<file path="src/uart_frame_pkg.sv">
//////////////////////////////
// UART serial frame format
//////////////////////////////

package uart_frame_pkg;

  localparam int data_bits = 8;

  // Receiver ticks per bit time
  localparam int oversample = 16;

  // Tick within a bit where rxd is sampled
  localparam int sample_point = 8;

  typedef logic [data_bits-1:0] byte_t;

endpackage

</file>
<file path="src/uart_regs_pkg.sv">
//////////////////////////////
// UART register map
// Word indices, fields, widths
//////////////////////////////

package uart_regs_pkg;

  // Word index taken from addr[4:2]
  localparam logic [2:0] reg_txdata = 3'd0;
  localparam logic [2:0] reg_rxdata = 3'd1;
  localparam logic [2:0] reg_txctrl = 3'd2;
  localparam logic [2:0] reg_rxctrl = 3'd3;
  localparam logic [2:0] reg_ie     = 3'd4;
  localparam logic [2:0] reg_ip     = 3'd5;
  localparam logic [2:0] reg_div    = 3'd6;

  // Full flag on txdata, empty flag on rxdata
  localparam int fifo_flag_bit = 31;

  // txctrl and rxctrl fields
  localparam int en_bit    = 0;
  localparam int nstop_bit = 1;
  localparam int cnt_lsb   = 16;
  localparam int cnt_width = 3;

  // ie and ip fields
  localparam int txwm_bit = 0;
  localparam int rxwm_bit = 1;

  localparam int div_width = 16;

endpackage

</file>
<file path="src/uart.sv">
//////////////////////////////
// UART peripheral top level
// Bus FSM, registers, FIFOs
//////////////////////////////

`timescale 1ns/1ps

module uart #(
  parameter int clock_freq_hz = 10_000_000,
  parameter int baud_rate     = 115200,
  parameter int fifo_depth    = 8
) (
  input  logic        clock,
  input  logic        reset,
  input  logic        rd_en,
  input  logic        wr_en,
  input  logic [4:0]  addr,
  input  logic [31:0] wr_data,
  input  logic        rxd,
  output logic [31:0] rd_data,
  output logic        busy,
  output logic        txd
);

  localparam int div_width = uart_regs_pkg::div_width;
  localparam int cnt_width = uart_regs_pkg::cnt_width;
  localparam int cnt_lsb   = uart_regs_pkg::cnt_lsb;
  localparam int data_bits = uart_frame_pkg::data_bits;
  localparam logic [div_width-1:0] div_reset = div_width'(clock_freq_hz / baud_rate - 1);

  typedef enum logic [1:0] {
    bus_idle,
    bus_access,
    bus_hold
  } bus_state_t;

  bus_state_t            bus_state;
  logic                  is_read;
  logic [2:0]            reg_sel;
  logic [31:0]           wr_word;
  logic [31:0]           read_word;
  logic                  do_read;
  logic                  do_write;
  logic                  txen;
  logic                  nstop;
  logic [cnt_width-1:0]  txcnt;
  logic                  rxen;
  logic [cnt_width-1:0]  rxcnt;
  logic [1:0]            ie;
  logic [1:0]            ip;
  logic [div_width-1:0]  div;
  logic                  tx_tick;
  logic                  rx_tick;
  logic                  tx_push;
  logic                  tx_pop;
  logic                  tx_empty;
  logic                  tx_full;
  logic                  tx_below;
  uart_frame_pkg::byte_t tx_head;
  logic                  rx_push;
  logic                  rx_pop;
  logic                  rx_empty;
  logic                  rx_above;
  uart_frame_pkg::byte_t rx_head;
  uart_frame_pkg::byte_t rx_byte;

  // Idle -> Access -> Hold, strobes ignored while busy
  always_ff @(posedge clock or posedge reset) begin
    if (reset) begin
      bus_state <= bus_idle;
      is_read   <= 1'b0;
      reg_sel   <= '0;
    end else begin
      case (bus_state)
        bus_idle: begin
          if (rd_en || wr_en) begin
            bus_state <= bus_access;
            is_read   <= rd_en;
            reg_sel   <= addr[4:2];
          end
        end
        bus_access: bus_state <= bus_hold;
        default:    bus_state <= bus_idle;
      endcase
    end
  end

  always_ff @(posedge clock) begin
    if (bus_state == bus_idle && wr_en) begin
      wr_word <= wr_data;
    end
  end

  assign busy     = (bus_state != bus_idle);
  assign do_read  = (bus_state == bus_access) && is_read;
  assign do_write = (bus_state == bus_access) && !is_read;
  assign tx_push  = do_write && (reg_sel == uart_regs_pkg::reg_txdata);
  assign rx_pop   = do_read && (reg_sel == uart_regs_pkg::reg_rxdata) && !rx_empty;

  always_ff @(posedge clock or posedge reset) begin
    if (reset) begin
      txen  <= 1'b0;
      nstop <= 1'b0;
      txcnt <= '0;
      rxen  <= 1'b0;
      rxcnt <= '0;
      ie    <= '0;
      div   <= div_reset;
    end else if (do_write) begin
      case (reg_sel)
        uart_regs_pkg::reg_txctrl: begin
          txen  <= wr_word[uart_regs_pkg::en_bit];
          nstop <= wr_word[uart_regs_pkg::nstop_bit];
          txcnt <= wr_word[cnt_lsb +: cnt_width];
        end
        uart_regs_pkg::reg_rxctrl: begin
          rxen  <= wr_word[uart_regs_pkg::en_bit];
          rxcnt <= wr_word[cnt_lsb +: cnt_width];
        end
        uart_regs_pkg::reg_ie:  ie  <= wr_word[1:0];
        uart_regs_pkg::reg_div: div <= wr_word[div_width-1:0];
        default: begin
        end
      endcase
    end
  end

  // Pending bits track the watermark compares one cycle late
  always_ff @(posedge clock or posedge reset) begin
    if (reset) begin
      ip <= '0;
    end else begin
      ip[uart_regs_pkg::txwm_bit] <= ie[uart_regs_pkg::txwm_bit] & tx_below;
      ip[uart_regs_pkg::rxwm_bit] <= ie[uart_regs_pkg::rxwm_bit] & rx_above;
    end
  end

  always_comb begin
    read_word = '0;
    case (reg_sel)
      uart_regs_pkg::reg_txdata: read_word[uart_regs_pkg::fifo_flag_bit] = tx_full;
      uart_regs_pkg::reg_rxdata: begin
        read_word[uart_regs_pkg::fifo_flag_bit] = rx_empty;
        if (!rx_empty) begin
          read_word[data_bits-1:0] = rx_head;
        end
      end
      uart_regs_pkg::reg_txctrl: begin
        read_word[uart_regs_pkg::en_bit]    = txen;
        read_word[uart_regs_pkg::nstop_bit] = nstop;
        read_word[cnt_lsb +: cnt_width]     = txcnt;
      end
      uart_regs_pkg::reg_rxctrl: begin
        read_word[uart_regs_pkg::en_bit] = rxen;
        read_word[cnt_lsb +: cnt_width]  = rxcnt;
      end
      uart_regs_pkg::reg_ie:  read_word[1:0] = ie;
      uart_regs_pkg::reg_ip:  read_word[1:0] = ip;
      uart_regs_pkg::reg_div: read_word[div_width-1:0] = div;
      default: read_word = '0;
    endcase
  end

  always_ff @(posedge clock or posedge reset) begin
    if (reset) begin
      rd_data <= '0;
    end else if (do_read) begin
      rd_data <= read_word;
    end
  end

  uart_baud_gen i_baud_gen (
    .clock   (clock),
    .reset   (reset),
    .div     (div),
    .tx_tick (tx_tick),
    .rx_tick (rx_tick)
  );

  uart_fifo #(
    .depth (fifo_depth)
  ) i_tx_fifo (
    .clock      (clock),
    .reset      (reset),
    .push       (tx_push),
    .pop        (tx_pop),
    .wr_byte    (wr_word[data_bits-1:0]),
    .watermark  (txcnt),
    .head       (tx_head),
    .empty      (tx_empty),
    .full       (tx_full),
    .below_mark (tx_below),
    .above_mark ()
  );

  uart_tx i_tx (
    .clock      (clock),
    .reset      (reset),
    .tx_tick    (tx_tick),
    .txen       (txen),
    .nstop      (nstop),
    .fifo_empty (tx_empty),
    .head       (tx_head),
    .pop        (tx_pop),
    .txd        (txd)
  );

  uart_rx i_rx (
    .clock   (clock),
    .reset   (reset),
    .rx_tick (rx_tick),
    .rxen    (rxen),
    .nstop   (nstop),
    .rxd     (rxd),
    .push    (rx_push),
    .rx_byte (rx_byte)
  );

  uart_fifo #(
    .depth (fifo_depth)
  ) i_rx_fifo (
    .clock      (clock),
    .reset      (reset),
    .push       (rx_push),
    .pop        (rx_pop),
    .wr_byte    (rx_byte),
    .watermark  (rxcnt),
    .head       (rx_head),
    .empty      (rx_empty),
    .full       (),
    .below_mark (),
    .above_mark (rx_above)
  );

endmodule

</file>
<file path="src/uart_baud_gen.sv">
//////////////////////////////
// UART baud tick generator
// Bit rate and 16x rate enables
//////////////////////////////

`timescale 1ns/1ps

module uart_baud_gen (
  input  logic                                 clock,
  input  logic                                 reset,
  input  logic [uart_regs_pkg::div_width-1:0] div,
  output logic                                 tx_tick,
  output logic                                 rx_tick
);

  localparam int div_width = uart_regs_pkg::div_width;
  localparam int shift     = $clog2(uart_frame_pkg::oversample);

  logic [div_width-1:0]       tx_cnt;
  logic [div_width-shift-1:0] rx_cnt;
  logic [div_width-shift-1:0] rx_div;

  // Receiver runs oversample times faster
  assign rx_div = div[div_width-1:shift];

  // Compare with >= so a smaller divisor takes effect at once
  assign tx_tick = (tx_cnt >= div);
  assign rx_tick = (rx_cnt >= rx_div);

  always_ff @(posedge clock or posedge reset) begin
    if (reset) begin
      tx_cnt <= '0;
      rx_cnt <= '0;
    end else begin
      tx_cnt <= tx_tick ? '0 : tx_cnt + 1'b1;
      rx_cnt <= rx_tick ? '0 : rx_cnt + 1'b1;
    end
  end

endmodule

</file>
<file path="src/uart_fifo.sv">
//////////////////////////////
// UART byte FIFO
// Circular buffer with fill
// count and watermark compare
//////////////////////////////

`timescale 1ns/1ps

module uart_fifo #(
  parameter int depth = 8
) (
  input  logic                  clock,
  input  logic                  reset,
  input  logic                  push,
  input  logic                  pop,
  input  uart_frame_pkg::byte_t wr_byte,
  input  logic [2:0]            watermark,
  output uart_frame_pkg::byte_t head,
  output logic                  empty,
  output logic                  full,
  output logic                  below_mark,
  output logic                  above_mark
);

  localparam int ptr_width = (depth > 1) ? $clog2(depth) : 1;
  localparam int cnt_width = $clog2(depth + 1);
  localparam logic [ptr_width-1:0] last_slot = ptr_width'(depth - 1);

  uart_frame_pkg::byte_t mem [depth];
  logic [ptr_width-1:0]  wr_ptr;
  logic [ptr_width-1:0]  rd_ptr;
  logic [cnt_width-1:0]  count;
  logic [cnt_width-1:0]  mark;
  logic                  do_push;
  logic                  do_pop;

  // Overflow and underflow requests are dropped
  assign do_push = push && !full;
  assign do_pop  = pop && !empty;

  always_ff @(posedge clock or posedge reset) begin
    if (reset) begin
      wr_ptr <= '0;
      rd_ptr <= '0;
      count  <= '0;
    end else begin
      if (do_push) begin
        wr_ptr <= (wr_ptr == last_slot) ? '0 : wr_ptr + 1'b1;
      end
      if (do_pop) begin
        rd_ptr <= (rd_ptr == last_slot) ? '0 : rd_ptr + 1'b1;
      end
      if (do_push != do_pop) begin
        count <= do_push ? count + 1'b1 : count - 1'b1;
      end
    end
  end

  always_ff @(posedge clock) begin
    if (do_push) begin
      mem[wr_ptr] <= wr_byte;
    end
  end

  assign head  = mem[rd_ptr];
  assign empty = (count == '0);
  assign full  = (count == cnt_width'(depth));

  // Same compare pair serves tx (below) and rx (above)
  assign mark       = cnt_width'(watermark);
  assign below_mark = (count < mark);
  assign above_mark = (count > mark);

endmodule

</file>
<file path="src/uart_rx.sv">
//////////////////////////////
// UART receiver
// 16x sampling deserializer
//////////////////////////////

`timescale 1ns/1ps

module uart_rx (
  input  logic                  clock,
  input  logic                  reset,
  input  logic                  rx_tick,
  input  logic                  rxen,
  input  logic                  nstop,
  input  logic                  rxd,
  output logic                  push,
  output uart_frame_pkg::byte_t rx_byte
);

  localparam int tick_width = $clog2(uart_frame_pkg::oversample);
  localparam int bit_width  = $clog2(uart_frame_pkg::data_bits);
  localparam logic [tick_width-1:0] mid_tick  = tick_width'(uart_frame_pkg::sample_point - 1);
  localparam logic [tick_width-1:0] last_tick = tick_width'(uart_frame_pkg::oversample - 1);
  localparam logic [bit_width-1:0]  last_bit  = bit_width'(uart_frame_pkg::data_bits - 1);

  typedef enum logic [1:0] {
    rx_idle,
    rx_start,
    rx_data,
    rx_stop
  } rx_state_t;

  rx_state_t             state;
  logic                  rxd_meta;
  logic                  rxd_sync;
  logic [tick_width-1:0] tick_cnt;
  logic [bit_width-1:0]  bit_cnt;
  logic                  second_stop;
  logic                  sample;
  uart_frame_pkg::byte_t shift_reg;

  // Two flop synchronizer, idles high
  always_ff @(posedge clock or posedge reset) begin
    if (reset) begin
      rxd_meta <= 1'b1;
      rxd_sync <= 1'b1;
    end else begin
      rxd_meta <= rxd;
      rxd_sync <= rxd_meta;
    end
  end

  // Middle of a data or stop bit
  assign sample = rx_tick && (tick_cnt == last_tick);

  always_ff @(posedge clock or posedge reset) begin
    if (reset) begin
      state       <= rx_idle;
      tick_cnt    <= '0;
      bit_cnt     <= '0;
      second_stop <= 1'b0;
      push        <= 1'b0;
    end else begin
      push <= 1'b0;
      if (rx_tick) begin
        case (state)
          rx_idle: begin
            if (!rxd_sync) begin
              state    <= rx_start;
              tick_cnt <= '0;
            end
          end
          rx_start: begin
            // Confirm start at mid-bit, else treat as a glitch
            if (tick_cnt == mid_tick) begin
              tick_cnt <= '0;
              bit_cnt  <= '0;
              state    <= rxd_sync ? rx_idle : rx_data;
            end else begin
              tick_cnt <= tick_cnt + 1'b1;
            end
          end
          rx_data: begin
            tick_cnt <= tick_cnt + 1'b1;
            if (sample) begin
              bit_cnt <= bit_cnt + 1'b1;
              if (bit_cnt == last_bit) begin
                state       <= rx_stop;
                second_stop <= 1'b0;
              end
            end
          end
          rx_stop: begin
            tick_cnt <= tick_cnt + 1'b1;
            if (sample) begin
              if (!second_stop) begin
                push <= rxen && rxd_sync;
              end
              if (nstop && !second_stop) begin
                second_stop <= 1'b1;
              end else begin
                state <= rx_idle;
              end
            end
          end
          default: state <= rx_idle;
        endcase
      end
    end
  end

  always_ff @(posedge clock) begin
    if (state == rx_data && sample) begin
      shift_reg <= {rxd_sync, shift_reg[uart_frame_pkg::data_bits-1:1]};
    end
  end

  assign rx_byte = shift_reg;

endmodule

</file>
<file path="src/uart_tx.sv">
//////////////////////////////
// UART transmitter
// Pops bytes, drives txd frames
//////////////////////////////

`timescale 1ns/1ps

module uart_tx (
  input  logic                  clock,
  input  logic                  reset,
  input  logic                  tx_tick,
  input  logic                  txen,
  input  logic                  nstop,
  input  logic                  fifo_empty,
  input  uart_frame_pkg::byte_t head,
  output logic                  pop,
  output logic                  txd
);

  localparam int bit_width = $clog2(uart_frame_pkg::data_bits);
  localparam logic [bit_width-1:0] last_bit = bit_width'(uart_frame_pkg::data_bits - 1);

  typedef enum logic [2:0] {
    tx_idle,
    tx_start,
    tx_data,
    tx_stop1,
    tx_stop2
  } tx_state_t;

  tx_state_t             state;
  logic [bit_width-1:0]  bit_cnt;
  uart_frame_pkg::byte_t shift_reg;
  logic                  frame_done;
  logic                  load;

  assign frame_done = tx_tick && ((state == tx_stop1 && !nstop) || state == tx_stop2);

  // Next frame may follow the last stop bit directly
  assign load = tx_tick && txen && !fifo_empty && (state == tx_idle || frame_done);
  assign pop  = load;

  always_ff @(posedge clock or posedge reset) begin
    if (reset) begin
      state   <= tx_idle;
      bit_cnt <= '0;
      txd     <= 1'b1;
    end else if (load) begin
      state <= tx_start;
      txd   <= 1'b0;
    end else if (tx_tick) begin
      case (state)
        tx_start: begin
          state   <= tx_data;
          bit_cnt <= '0;
          txd     <= shift_reg[0];
        end
        tx_data: begin
          if (bit_cnt == last_bit) begin
            state <= tx_stop1;
            txd   <= 1'b1;
          end else begin
            bit_cnt <= bit_cnt + 1'b1;
            txd     <= shift_reg[0];
          end
        end
        tx_stop1: state <= nstop ? tx_stop2 : tx_idle;
        tx_stop2: state <= tx_idle;
        default:  state <= tx_idle;
      endcase
    end
  end

  // LSB first
  always_ff @(posedge clock) begin
    if (load) begin
      shift_reg <= head;
    end else if (tx_tick && (state == tx_start || state == tx_data)) begin
      shift_reg <= shift_reg >> 1;
    end
  end

endmodule

</file>
<file path="config.mk">
export PLATFORM = sky130hd
export DESIGN_NAME = uart
export DESIGN_NICKNAME = d
export VERILOG_FILES = /design/src/uart_frame_pkg.sv /design/src/uart_regs_pkg.sv /design/src/uart.sv /design/src/uart_baud_gen.sv /design/src/uart_fifo.sv /design/src/uart_rx.sv /design/src/uart_tx.sv
export SDC_FILE = /design/constraint.sdc
export NUM_CORES = 1
export LEC_CHECK = 0
export BUFFER_PORTS_ARGS = -buffer_cell sky130_fd_sc_hd__buf_4
export CORE_UTILIZATION = 61
export CTS_CLUSTER_SIZE = 28
export DETAILED_ROUTE_END_ITERATION = 8
export PLACE_DENSITY = 0.8
export SKIP_LAST_GASP = 1
export SLEW_MARGIN = 20
export SYNTH_ARGS = -nofsm -noshare
export SYNTH_HDL_FRONTEND = slang
export SYNTH_SLANG_ARGS = --single-unit
export TNS_END_PERCENT = 30
</file>
<file path="constraint.sdc">
create_clock -name clock -period 4 [get_ports clock]
set_input_delay 0.2 -clock clock [delete_from_list [all_inputs] [get_ports clock]]
set_output_delay 0.2 -clock clock [all_outputs]
set_load 0.01 [all_outputs]
</file>
==> impl_metrics.tcl, run 1 <==
set metrics [dict create \
    worst_pin_slew_ns 1.02 \
    grt_start_max_net_pins 82 \
    arrival_ns 3.49 \
    fin_nets 1073 \
    yosysSeqAreaShare_pct 63.6 \
    wl_met3_um 1410 \
    critPathRequiredTime_ns 4.44 \
    drcViolationCount 0 \
    cts.sinks 286 \
    max-vdd-ir-drop_mv 0.422 \
    hold_class "in2async" \
    drt-met1-wl_um 10300 \
    clk_latency_ns 0.56 \
    syn_area_sq_um 12500 \
    drive_gt1_share_pct 20.2 \
    yosys_most_used_dff "edfxtp_1" \
    clk_pin_slew_ns 0.07 \
    synth_common_cells "163 x edfxtp_1, 116 x dfrtp_1, 66 x nor2_1" \
    slew_headroom_pct 32.3 \
    async_flop_share_pct 43.0 \
    ys_ff_latch 286 \
    design_area_sq_um 14500 \
    wl_met2_um 12700 \
    drtPass1Iterations 5 \
    synth_top_area_cell "edfxtp_1" \
    synthCells 886 \
    slowest_delay_ns 0.80 \
    place.gp.congestion 0.838 \
    synth-edff-count 163 \
    grt_overflow 0 \
    end_kind "flip-flop" \
    finalCritPeriodShare_pct 76.3 \
    synth_top_area_share_pct 39.0 \
    crit_start "div[0]$_DFFE_PP1P_" \
    finalClockSkew_ns 0.0349 \
    syn-mean-instance-area_sq_um 14.2 \
    fin_tns_setup_ns 0 \
    p_per_area_nw_per_um2 618 \
    path_max_fanout 21 \
    dieArea_sq_um 21100 \
    wl_per_cell_um 19.7 \
    cts_tree "built" \
    final_antenna_net_count 0 \
    yosysWarnings 0 \
    core.rowCount 52 \
    fin_crit_ns 3.05 \
    grt_pass1_vias 7638 \
    routed_wl_um 25000 \
    cts.repair.resized 0 \
    path_buf_inv 0 \
    clockRootBuffer "clkbuf_16" \
    max_cap_violations 0 \
    status "finished clean" \
    cts_made_buffers 29 \
    antenna_found_initial 0 \
    core_sq_um 20200 \
    crit_chain "ha_1 > nand2b_4 > a2111oi_4 > nor4b_1 > or4b_1 > nand2_8 > xnor2_4 > mux2_4" \
    r2r-start "div[0]$_DFFE_PP1P_" \
    numPortBuffers 48 \
    worst-setup-path-type "reg2reg" \
    syn2layout_area_growth_pct 15.5 \
    fillCellCount 1299 \
    ys_types 61 \
    num_vias 7375 \
    dp_slack_ns 0.960 \
    synthTopCellsByArea "edfxtp_1 39%, dfrtp_1 23%, mux4_2 5.7%" \
    fin_ws_ns 0.947 \
    clockBufferDepth 3 \
    hold_viol 0 \
    synth_most_common_cell "edfxtp_1" \
    max_freq_mhz 328 \
    r2r_slack_ns 0.95 \
    grt_usage_pct 25.2 \
    leakagePower_nw 5.88 \
    diodes 0 \
    grt_pass1_wl_um 41000 \
    rsz0062_at_grt "false" \
    post-cts-setup-buffer-count 0 \
    top_layer "met4" \
    post_dp_cell_area_sq_um 13200 \
    largestRegisters "i_rx_fifo.mem: 64 flops, i_tx_fifo.mem: 64 flops, rd_data: 20 flops" \
    h-tree-depth 1 \
    fin_hold_ws_ns 0.327 \
    setup_viol 0 \
    hpwl_um 15900 \
    crit_slowest_cell "or4b_1" \
    initial_core_util_pct 62.2 \
    crit_family "simple AND/OR/NAND/NOR gates" \
    drv_slew 0 \
    ios 76 \
    crit_path_start_kind "flip-flop" \
    hold_buffers 26 \
    dieHeight_um 145 \
    drt_first_iter_violations 582 \
    die_w_um 145 \
    drt-vias-per-instance 5.81 \
]
==> worst reg2reg max path: stages (launching register included) <==
cell,delay [ns]
dfstp_2,0.56
ha_1,0.23
nand2b_4,0.15
a2111oi_4,0.34
nor4b_1,0.08
or4b_1,0.80
nand2_8,0.29
xnor2_4,0.17
mux2_4,0.32
==> cells in the final DEF, fill, tap and decap left out, types with 15 or more instances in the layout <==
master,n
a21oi_1,25
o21ai_0,34
buf_4,67
dfrtp_1,115
nor2_1,66
clkbuf_16,33
xnor2_1,15
nand2_1,61
mux2_2,35
mux2i_1,22
dlygate4sd3_1,26
nor3_1,19
ha_1,52
mux4_2,32
inv_1,40
xor2_1,15
nand3_1,17
edfxtp_1,163
==> cell families after synthesis <==
group	Yosys count	synth area share (%)
adder cells (fa/ha/maj)	54	5.51
flip-flops	286	63.6
XOR/XNOR	31	2.31
AND/OR/NAND/NOR	220	8.40
multiplexers	91	10.9
other	1	0.0299
buffers and inverters	86	3.05
AO/OA/AOI/OAI	117	6.19
==> power breakdown <==
| part | total, mW | internal (mW) | switching [mW] |
|---|---|---|---|
| clock network | 2.74 | 1.63 | 1.11 |
| logic | 2.02 | 1.03 | 0.996 |
| registers | 4.19 | 3.60 | 0.583 |
==> cell type report <==
| type | instances | area [sq um] | area share, % |
|---|---|---|---|
| tap | 270 | 338 | 2.33 |
| clock inverter | 12 | 93.8 | 0.648 |
| clock buffer | 42 | 900 | 6.21 |
| inverter | 41 | 159 | 1.10 |
| sequential | 286 | 7980 | 55.1 |
| timing repair buffer | 94 | 783 | 5.41 |
| multi-input combinational | 525 | 4230 | 29.2 |
==> per-stage QoR <==
step | util (%) | power (mW) | cells
finish | 71.8 | 8.95 | 1270
global route | 71.8 | 9.45 | 1270
CTS | 71.8 | 9.01 | 1270
detailed placement | 65.5 | 6.22 | 1190
global placement | 65.5 | 6.13 | 1190
floorplan | - | 5.56 | 897
==> path summary, 6_finish.rpt <==
path / end / cells after the start
max in group asynchronous: div[4]$_DFFE_PP1P_ / 4
min in group clock: i_rx.rxd_meta$_DFF_PP1_ / 2
min: i_rx.bit_cnt[1]$_DFFE_PP0P_ / 3
min reg2reg: i_rx.rxd_sync$_DFF_PP1_ / 0
max: i_tx_fifo.count[2]$_DFFE_PP0P_ / 8
max reg2reg: i_tx_fifo.count[2]$_DFFE_PP0P_ / 8
==> per-layer routing <==
metal  vias to the layer above  track usage, %
li1                       3429               -
met1                      3681            33.0
met2                       218            43.5
met3                        47            3.95
met4                         0            7.84
met5                         -               0
No activity file was read; power rests on OpenSTA's default activity.
==> run 2: changes to the inputs <==
==> constraint.sdc (replaced) <==
create_clock -name clock -period 2.95 [get_ports clock]
set_input_delay 0.1475 -clock clock [delete_from_list [all_inputs] [get_ports clock]]
set_output_delay 0.1475 -clock clock [all_outputs]
set_load 0.01 [all_outputs]
==> run 2 against run 1 <==
Net effect: design area rose by 0.93%; worst setup slack got worse by 0.80 ns; global-route usage fell by 0.39 points; first-iteration DRC count fell by 27%; fmax rose by 9.0%; via count rose by 0.26%; worst hold slack got worse by 0.090 ns; register-to-register slack got worse by 0.80 ns; critical endpoint is now i_tx_fifo.count[1]$_DFFE_PP0P_; largest power group unchanged.
==> impl_metrics.tcl, run 2 (same netlist as run 1, synthesis figures left out) <==
set metrics [dict create \
    status "finished clean" \
    fin_tns_setup_ns 0 \
    hold_class "in2async" \
    cts_made_buffers 28 \
    rsz0062_at_grt "false" \
    r2r-start "div[0]$_DFFE_PP1P_" \
    core.rowCount 52 \
    p_int_mw 8.37 \
    clockBufferDepth 3 \
    drcViolationCount 0 \
    leakagePower_nw 5.97 \
    power.switching_mw 3.64 \
    grt_start_max_net_pins 40 \
    max-vdd-ir-drop_mv 0.533 \
    max_cap_violations 0 \
    fillCellCount 1267 \
    worst_pin_slew_ns 0.831 \
    grt_usage_pct 24.8 \
    grt_overflow 0 \
    ff2ff_path_depth 8 \
    antenna_found_initial 0 \
    dieHeight_um 145 \
    num_vias 7394 \
    die_w_um 145 \
    critPathRequiredTime_ns 3.37 \
    fin_crit_ns 2.80 \
    p_seq_share_pct 46.1 \
    cts.sinks 286 \
    drive_gt1_share_pct 21.8 \
    regToRegEndpoint "i_tx_fifo.count[1]$_DFFE_PP0P_" \
    arrival_ns 3.22 \
    fin_cells 1299 \
    place_inst 1221 \
    diodes 0 \
    cp-endpoint "i_tx_fifo.count[1]$_DFFE_PP0P_" \
    worst-setup-path-type "reg2reg" \
    core_sq_um 20200 \
    clockRootBuffer "clkbuf_16" \
    dieArea_sq_um 21100 \
    clock_power_share_pct 28.5 \
    initial_core_util_pct 62.2 \
    hpwl_um 16700 \
    final_antenna_net_count 0 \
    fin_nets 1103 \
    syn2layout_area_growth_pct 16.5 \
    finalCritPeriodShare_pct 94.9 \
    place.gp.congestion 0.861 \
    cts_tree "built" \
    wl_per_cell_um 19.3 \
    drt-vias-per-instance 5.69 \
    setup_viol 0 \
    ios 76 \
    numPortBuffers 48 \
    path_max_fanout 21 \
    clk_latency_ns 0.55 \
    h-tree-depth 1 \
    end_kind "flip-flop" \
    final_cell_mix "163 x edfxtp_1, 116 x dfrtp_1, 97 x buf_4" \
    drt_first_iter_violations 426 \
    drv_slew 0 \
    post-cts-setup-buffer-count 0 \
    clk_pin_slew_ns 0.07 \
    r2r_slack_ns 0.15 \
    swShare_pct 30.3 \
    slew_headroom_pct 44.2 \
    crit_start "div[0]$_DFFE_PP1P_" \
    drtPass1Iterations 6 \
    final_common_cell "edfxtp_1" \
    max_freq_mhz 357 \
    crit_path_start_kind "flip-flop" \
    p_per_area_nw_per_um2 822 \
    finalClockSkew_ns 0.0186 \
    grt_pass1_wl_um 40600 \
    largestRegisters "i_rx_fifo.mem: 64 flops, i_tx_fifo.mem: 64 flops, rd_data: 20 flops" \
    pwr-share-comb_pct 25.4 \
    hold_viol 0 \
    routed_wl_um 25100 \
    grt_pass1_vias 7698 \
]
## run 2: worst max-delay path, cell delays in order (launching register included)
cell,delay (ns)
dfstp_2,0.54
ha_1,0.23
nand2b_4,0.15
a2111oi_4,0.35
nor4b_1,0.11
or4b_4,0.63
nand2_8,0.19
xnor2_4,0.16
mux2_4,0.31
## run 2: final cells by class
| type | count | area (sq um) | area share (%) |
|---|---|---|---|
| Timing Repair Buffer | 125 | 1030 | 7.04 |
| Multi-Input combinational cell | 525 | 4230 | 28.9 |
| Sequential cell | 286 | 7980 | 54.6 |
| Clock inverter | 14 | 135 | 0.924 |
| Tap cell | 270 | 338 | 2.31 |
| Inverter | 41 | 158 | 1.08 |
| Clock buffer | 38 | 748 | 5.12 |
## run 2: worst min-delay path by stage
stage | startpoint | endpoint | slack [ns] | depth (start not counted)
floorplan | rxd | i_rx.rxd_meta$_DFF_PP1_ | 0.15 | 0
global placement | rxd | i_rx.rxd_meta$_DFF_PP1_ | 0.26 | 1
detailed placement | reset | rd_data[16]$_DFFE_PP0P_ | 0.26 | 2
CTS | reset | reg_sel[0]$_DFFE_PP0P_ | 0.24 | 3
global route | rxd | i_rx.rxd_meta$_DFF_PP1_ | 0.25 | 2
finish | reset | reg_sel[0]$_DFFE_PP0P_ | 0.24 | 3
## run 2: timing repair
action                                  CTS  global route
hold endpoints to repair                 48             0
hold buffers                             26             0
gates resized for setup                   1             0
endpoints found under the setup margin    2             0
## run 2: routing by layer
layer | share of wire (%) | vias up | track usage, %
li1 | - | 3478 | -
met1 | 42 | 3719 | 33.2
met2 | 52 | 152 | 43.2
met3 | 3.5 | 45 | 2.92
met4 | 2.2 | 0 | 7.05
met5 | 0 | - | 0
## run 2: power groups by stage
stage               Combinational, mW  Clock, mW  Sequential (mW)
floorplan                        2.17          0             5.37
global placement                 2.91          0             5.58
detailed placement               3.01          0             5.60
CTS                              3.07       3.47             5.54
global route                     3.39       3.62             5.63
finish                           3.05       3.42             5.54
## run 2: stage by stage
stage                     worst slack [ns]  cell area [sq um]  hold slack, ns  util [%]  total power, mW
after floorplan                      0.150              12600           0.152         -             7.54
after global placement              0.0426              13500           0.257      66.8             8.49
after detailed placement           0.00208              13500           0.262      66.8             8.61
after CTS                            0.129              14600           0.236      72.5             12.1
after global routing                0.0786              14600           0.247      72.5             12.6
final                                0.150              14600           0.238      72.5             12.0
==> run 3: changes to the inputs <==
--- a/config.mk
+++ b/config.mk
@@ -10,6 +10,7 @@
 export CTS_CLUSTER_SIZE = 28
 export DETAILED_ROUTE_END_ITERATION = 8
 export PLACE_DENSITY = 0.8
+export SETUP_SLACK_MARGIN = 0.2
 export SKIP_LAST_GASP = 1
 export SLEW_MARGIN = 20
 export SYNTH_ARGS = -nofsm -noshare
==> run 3 against run 2 <==
Net effect: clock skew barely moved; core utilization increased by 0.45 points; count of clock-buffer cells in the layout did not move; worst hold slack improved by 0.0023 ns; sequential share of layout area fell by 0.33 points; worst setup slack improved by 0.091 ns; sequential power about the same; total power rose by 0.34%; fmax grew 3.4%; die area is the same; critical path type unchanged; critical endpoint is now i_tx_fifo.count[2]$_DFFE_PP0P_; largest cell class unchanged.
==> impl_metrics.tcl, run 3 (same netlist as run 1, synthesis figures left out) <==
set metrics [dict create \
    drv_slew 0 \
    ios 76 \
    finalCritPeriodShare_pct 91.8 \
    drive_gt1_share_pct 22.7 \
    drt-vias-per-instance 5.72 \
    multi_input_area_sq_um 4250 \
    dieHeight_um 145 \
    grt_usage_pct 24.9 \
    worst-setup-path-type "reg2reg" \
    cts_made_buffers 28 \
    num_vias 7482 \
    hpwl_um 16700 \
    leakagePower_nw 6.02 \
    hold_class "in2async" \
    h-tree-depth 1 \
    grt_start_max_net_pins 40 \
    core.rowCount 52 \
    drcViolationCount 0 \
    critPathRequiredTime_ns 3.37 \
    fin_nets 1111 \
    numPortBuffers 48 \
    seqCellArea_sq_um 7980 \
    wl_per_cell_um 19.4 \
    final_antenna_net_count 0 \
    syn2layout_area_growth_pct 17.3 \
    fin_ws_ns 0.241 \
    drt_first_iter_violations 392 \
    drtPass1Iterations 6 \
    antenna_found_initial 0 \
    clk_latency_ns 0.55 \
    fin_crit_ns 2.71 \
    rsz0062_at_grt "true" \
    crit_path_start_kind "flip-flop" \
    status "finished clean" \
    post_dp_cell_area_sq_um 13500 \
    arrival_ns 3.13 \
    dieArea_sq_um 21100 \
    design_area_sq_um 14700 \
    die_w_um 145 \
    fin_tns_setup_ns 0 \
    grt_pass1_wl_um 40700 \
    clockBufferDepth 3 \
    end_kind "flip-flop" \
    fillCellCount 1261 \
    final_common_cell "edfxtp_1" \
    place.gp.congestion 0.861 \
    p_per_area_nw_per_um2 819 \
    crit_start "div[0]$_DFFE_PP1P_" \
    cts_tree "built" \
    grt_overflow 0 \
    core_sq_um 20200 \
    clk_pin_slew_ns 0.07 \
    max-vdd-ir-drop_mv 0.535 \
    worst_pin_slew_ns 0.855 \
    diodes 0 \
    routed_wl_um 25400 \
    setup_viol 0 \
    slew_headroom_pct 42.6 \
    max_freq_mhz 369 \
    initial_core_util_pct 62.2 \
    r2r-start "div[0]$_DFFE_PP1P_" \
    largestRegisters "i_rx_fifo.mem: 64 flops, i_tx_fifo.mem: 64 flops, rd_data: 20 flops" \
    path_max_fanout 7 \
    clockRootBuffer "clkbuf_16" \
    finalClockSkew_ns 0.0186 \
    hold_viol 0 \
    dp_slack_ns 0.00208 \
    grt_pass1_vias 7726 \
    final_cell_mix "163 x edfxtp_1, 116 x dfrtp_1, 102 x buf_4" \
    cts.sinks 286 \
    max_cap_violations 0 \
]
## run 3: changes by cell type in the layout (fill, tap and decap cells not counted), sizes merged
cell,previous run,this run
nand2,62,63
buf,99,106
## run 3: final cells by class
class                           instances  share of cell area (%)
Clock buffer                           38                    5.09
Multi-Input combinational cell        526                    28.9
Inverter                               41                    1.07
Tap cell                              270                    2.30
Clock inverter                         14                   0.919
Timing Repair Buffer                  132                    7.46
Sequential cell                       286                    54.3
## run 3: worst max-delay path, stage by stage (launching register included)
cell and delay [ns]:
dfstp_2 0.54, ha_1 0.23, nand2b_4 0.15, a2111oi_4 0.32
nor4b_2 0.09, or4b_4 0.64, nand2_8 0.15, xnor2_4 0.14
mux2_4 0.31
## run 3: timing repair
action,CTS,global route
resized for setup,2,3
buffers inserted,1,6
cloned,1,0
endpoints found under the setup margin,27,4
hold endpoints to repair,48,0
pin swaps,2,5
hold buffers,26,0
## run 3: path summary, 6_finish.rpt
path / end / slack, ns / cells after the start
min in group clock: i_rx.rxd_meta$_DFF_PP1_ / 0.25 / 2
setup reg to reg: i_tx_fifo.count[2]$_DFFE_PP0P_ / 0.24 / 8
hold reg to reg: i_rx.rxd_sync$_DFF_PP1_ / 0.37 / 0
max in group asynchronous: i_tx.txd$_DFFE_PP1P_ / 1.91 / 4
hold / removal: reg_sel[0]$_DFFE_PP0P_ / 0.24 / 3
setup / recovery: i_tx_fifo.count[2]$_DFFE_PP0P_ / 0.24 / 8
## run 3: where the power goes
| group | switching, mW | internal, mW |
|---|---|---|
| combinational | 1.55 | 1.55 |
| sequential | 0.654 | 4.89 |
| clock | 1.46 | 1.96 |
## run 3: metal layers
layer	vias to the layer above	track usage [%]	part of all wire, %
met1	3750	33.1	41
met2	182	43.5	52
met4	0	7.16	2.5
met3	49	2.95	4.4
met5	-	0	0
li1	3501	-	-
## run 3: metrics by stage
stage                     util, %  hold WS [ns]  cells  power [mW]
after floorplan                 -         0.152    897        7.54
final                        72.9         0.240   1307        12.1
after detailed placement     66.8         0.262   1221        8.61
after CTS                    72.6         0.236   1301        12.1
after global routing         72.9         0.247   1307        12.7
after global placement       66.8         0.257   1221        8.49
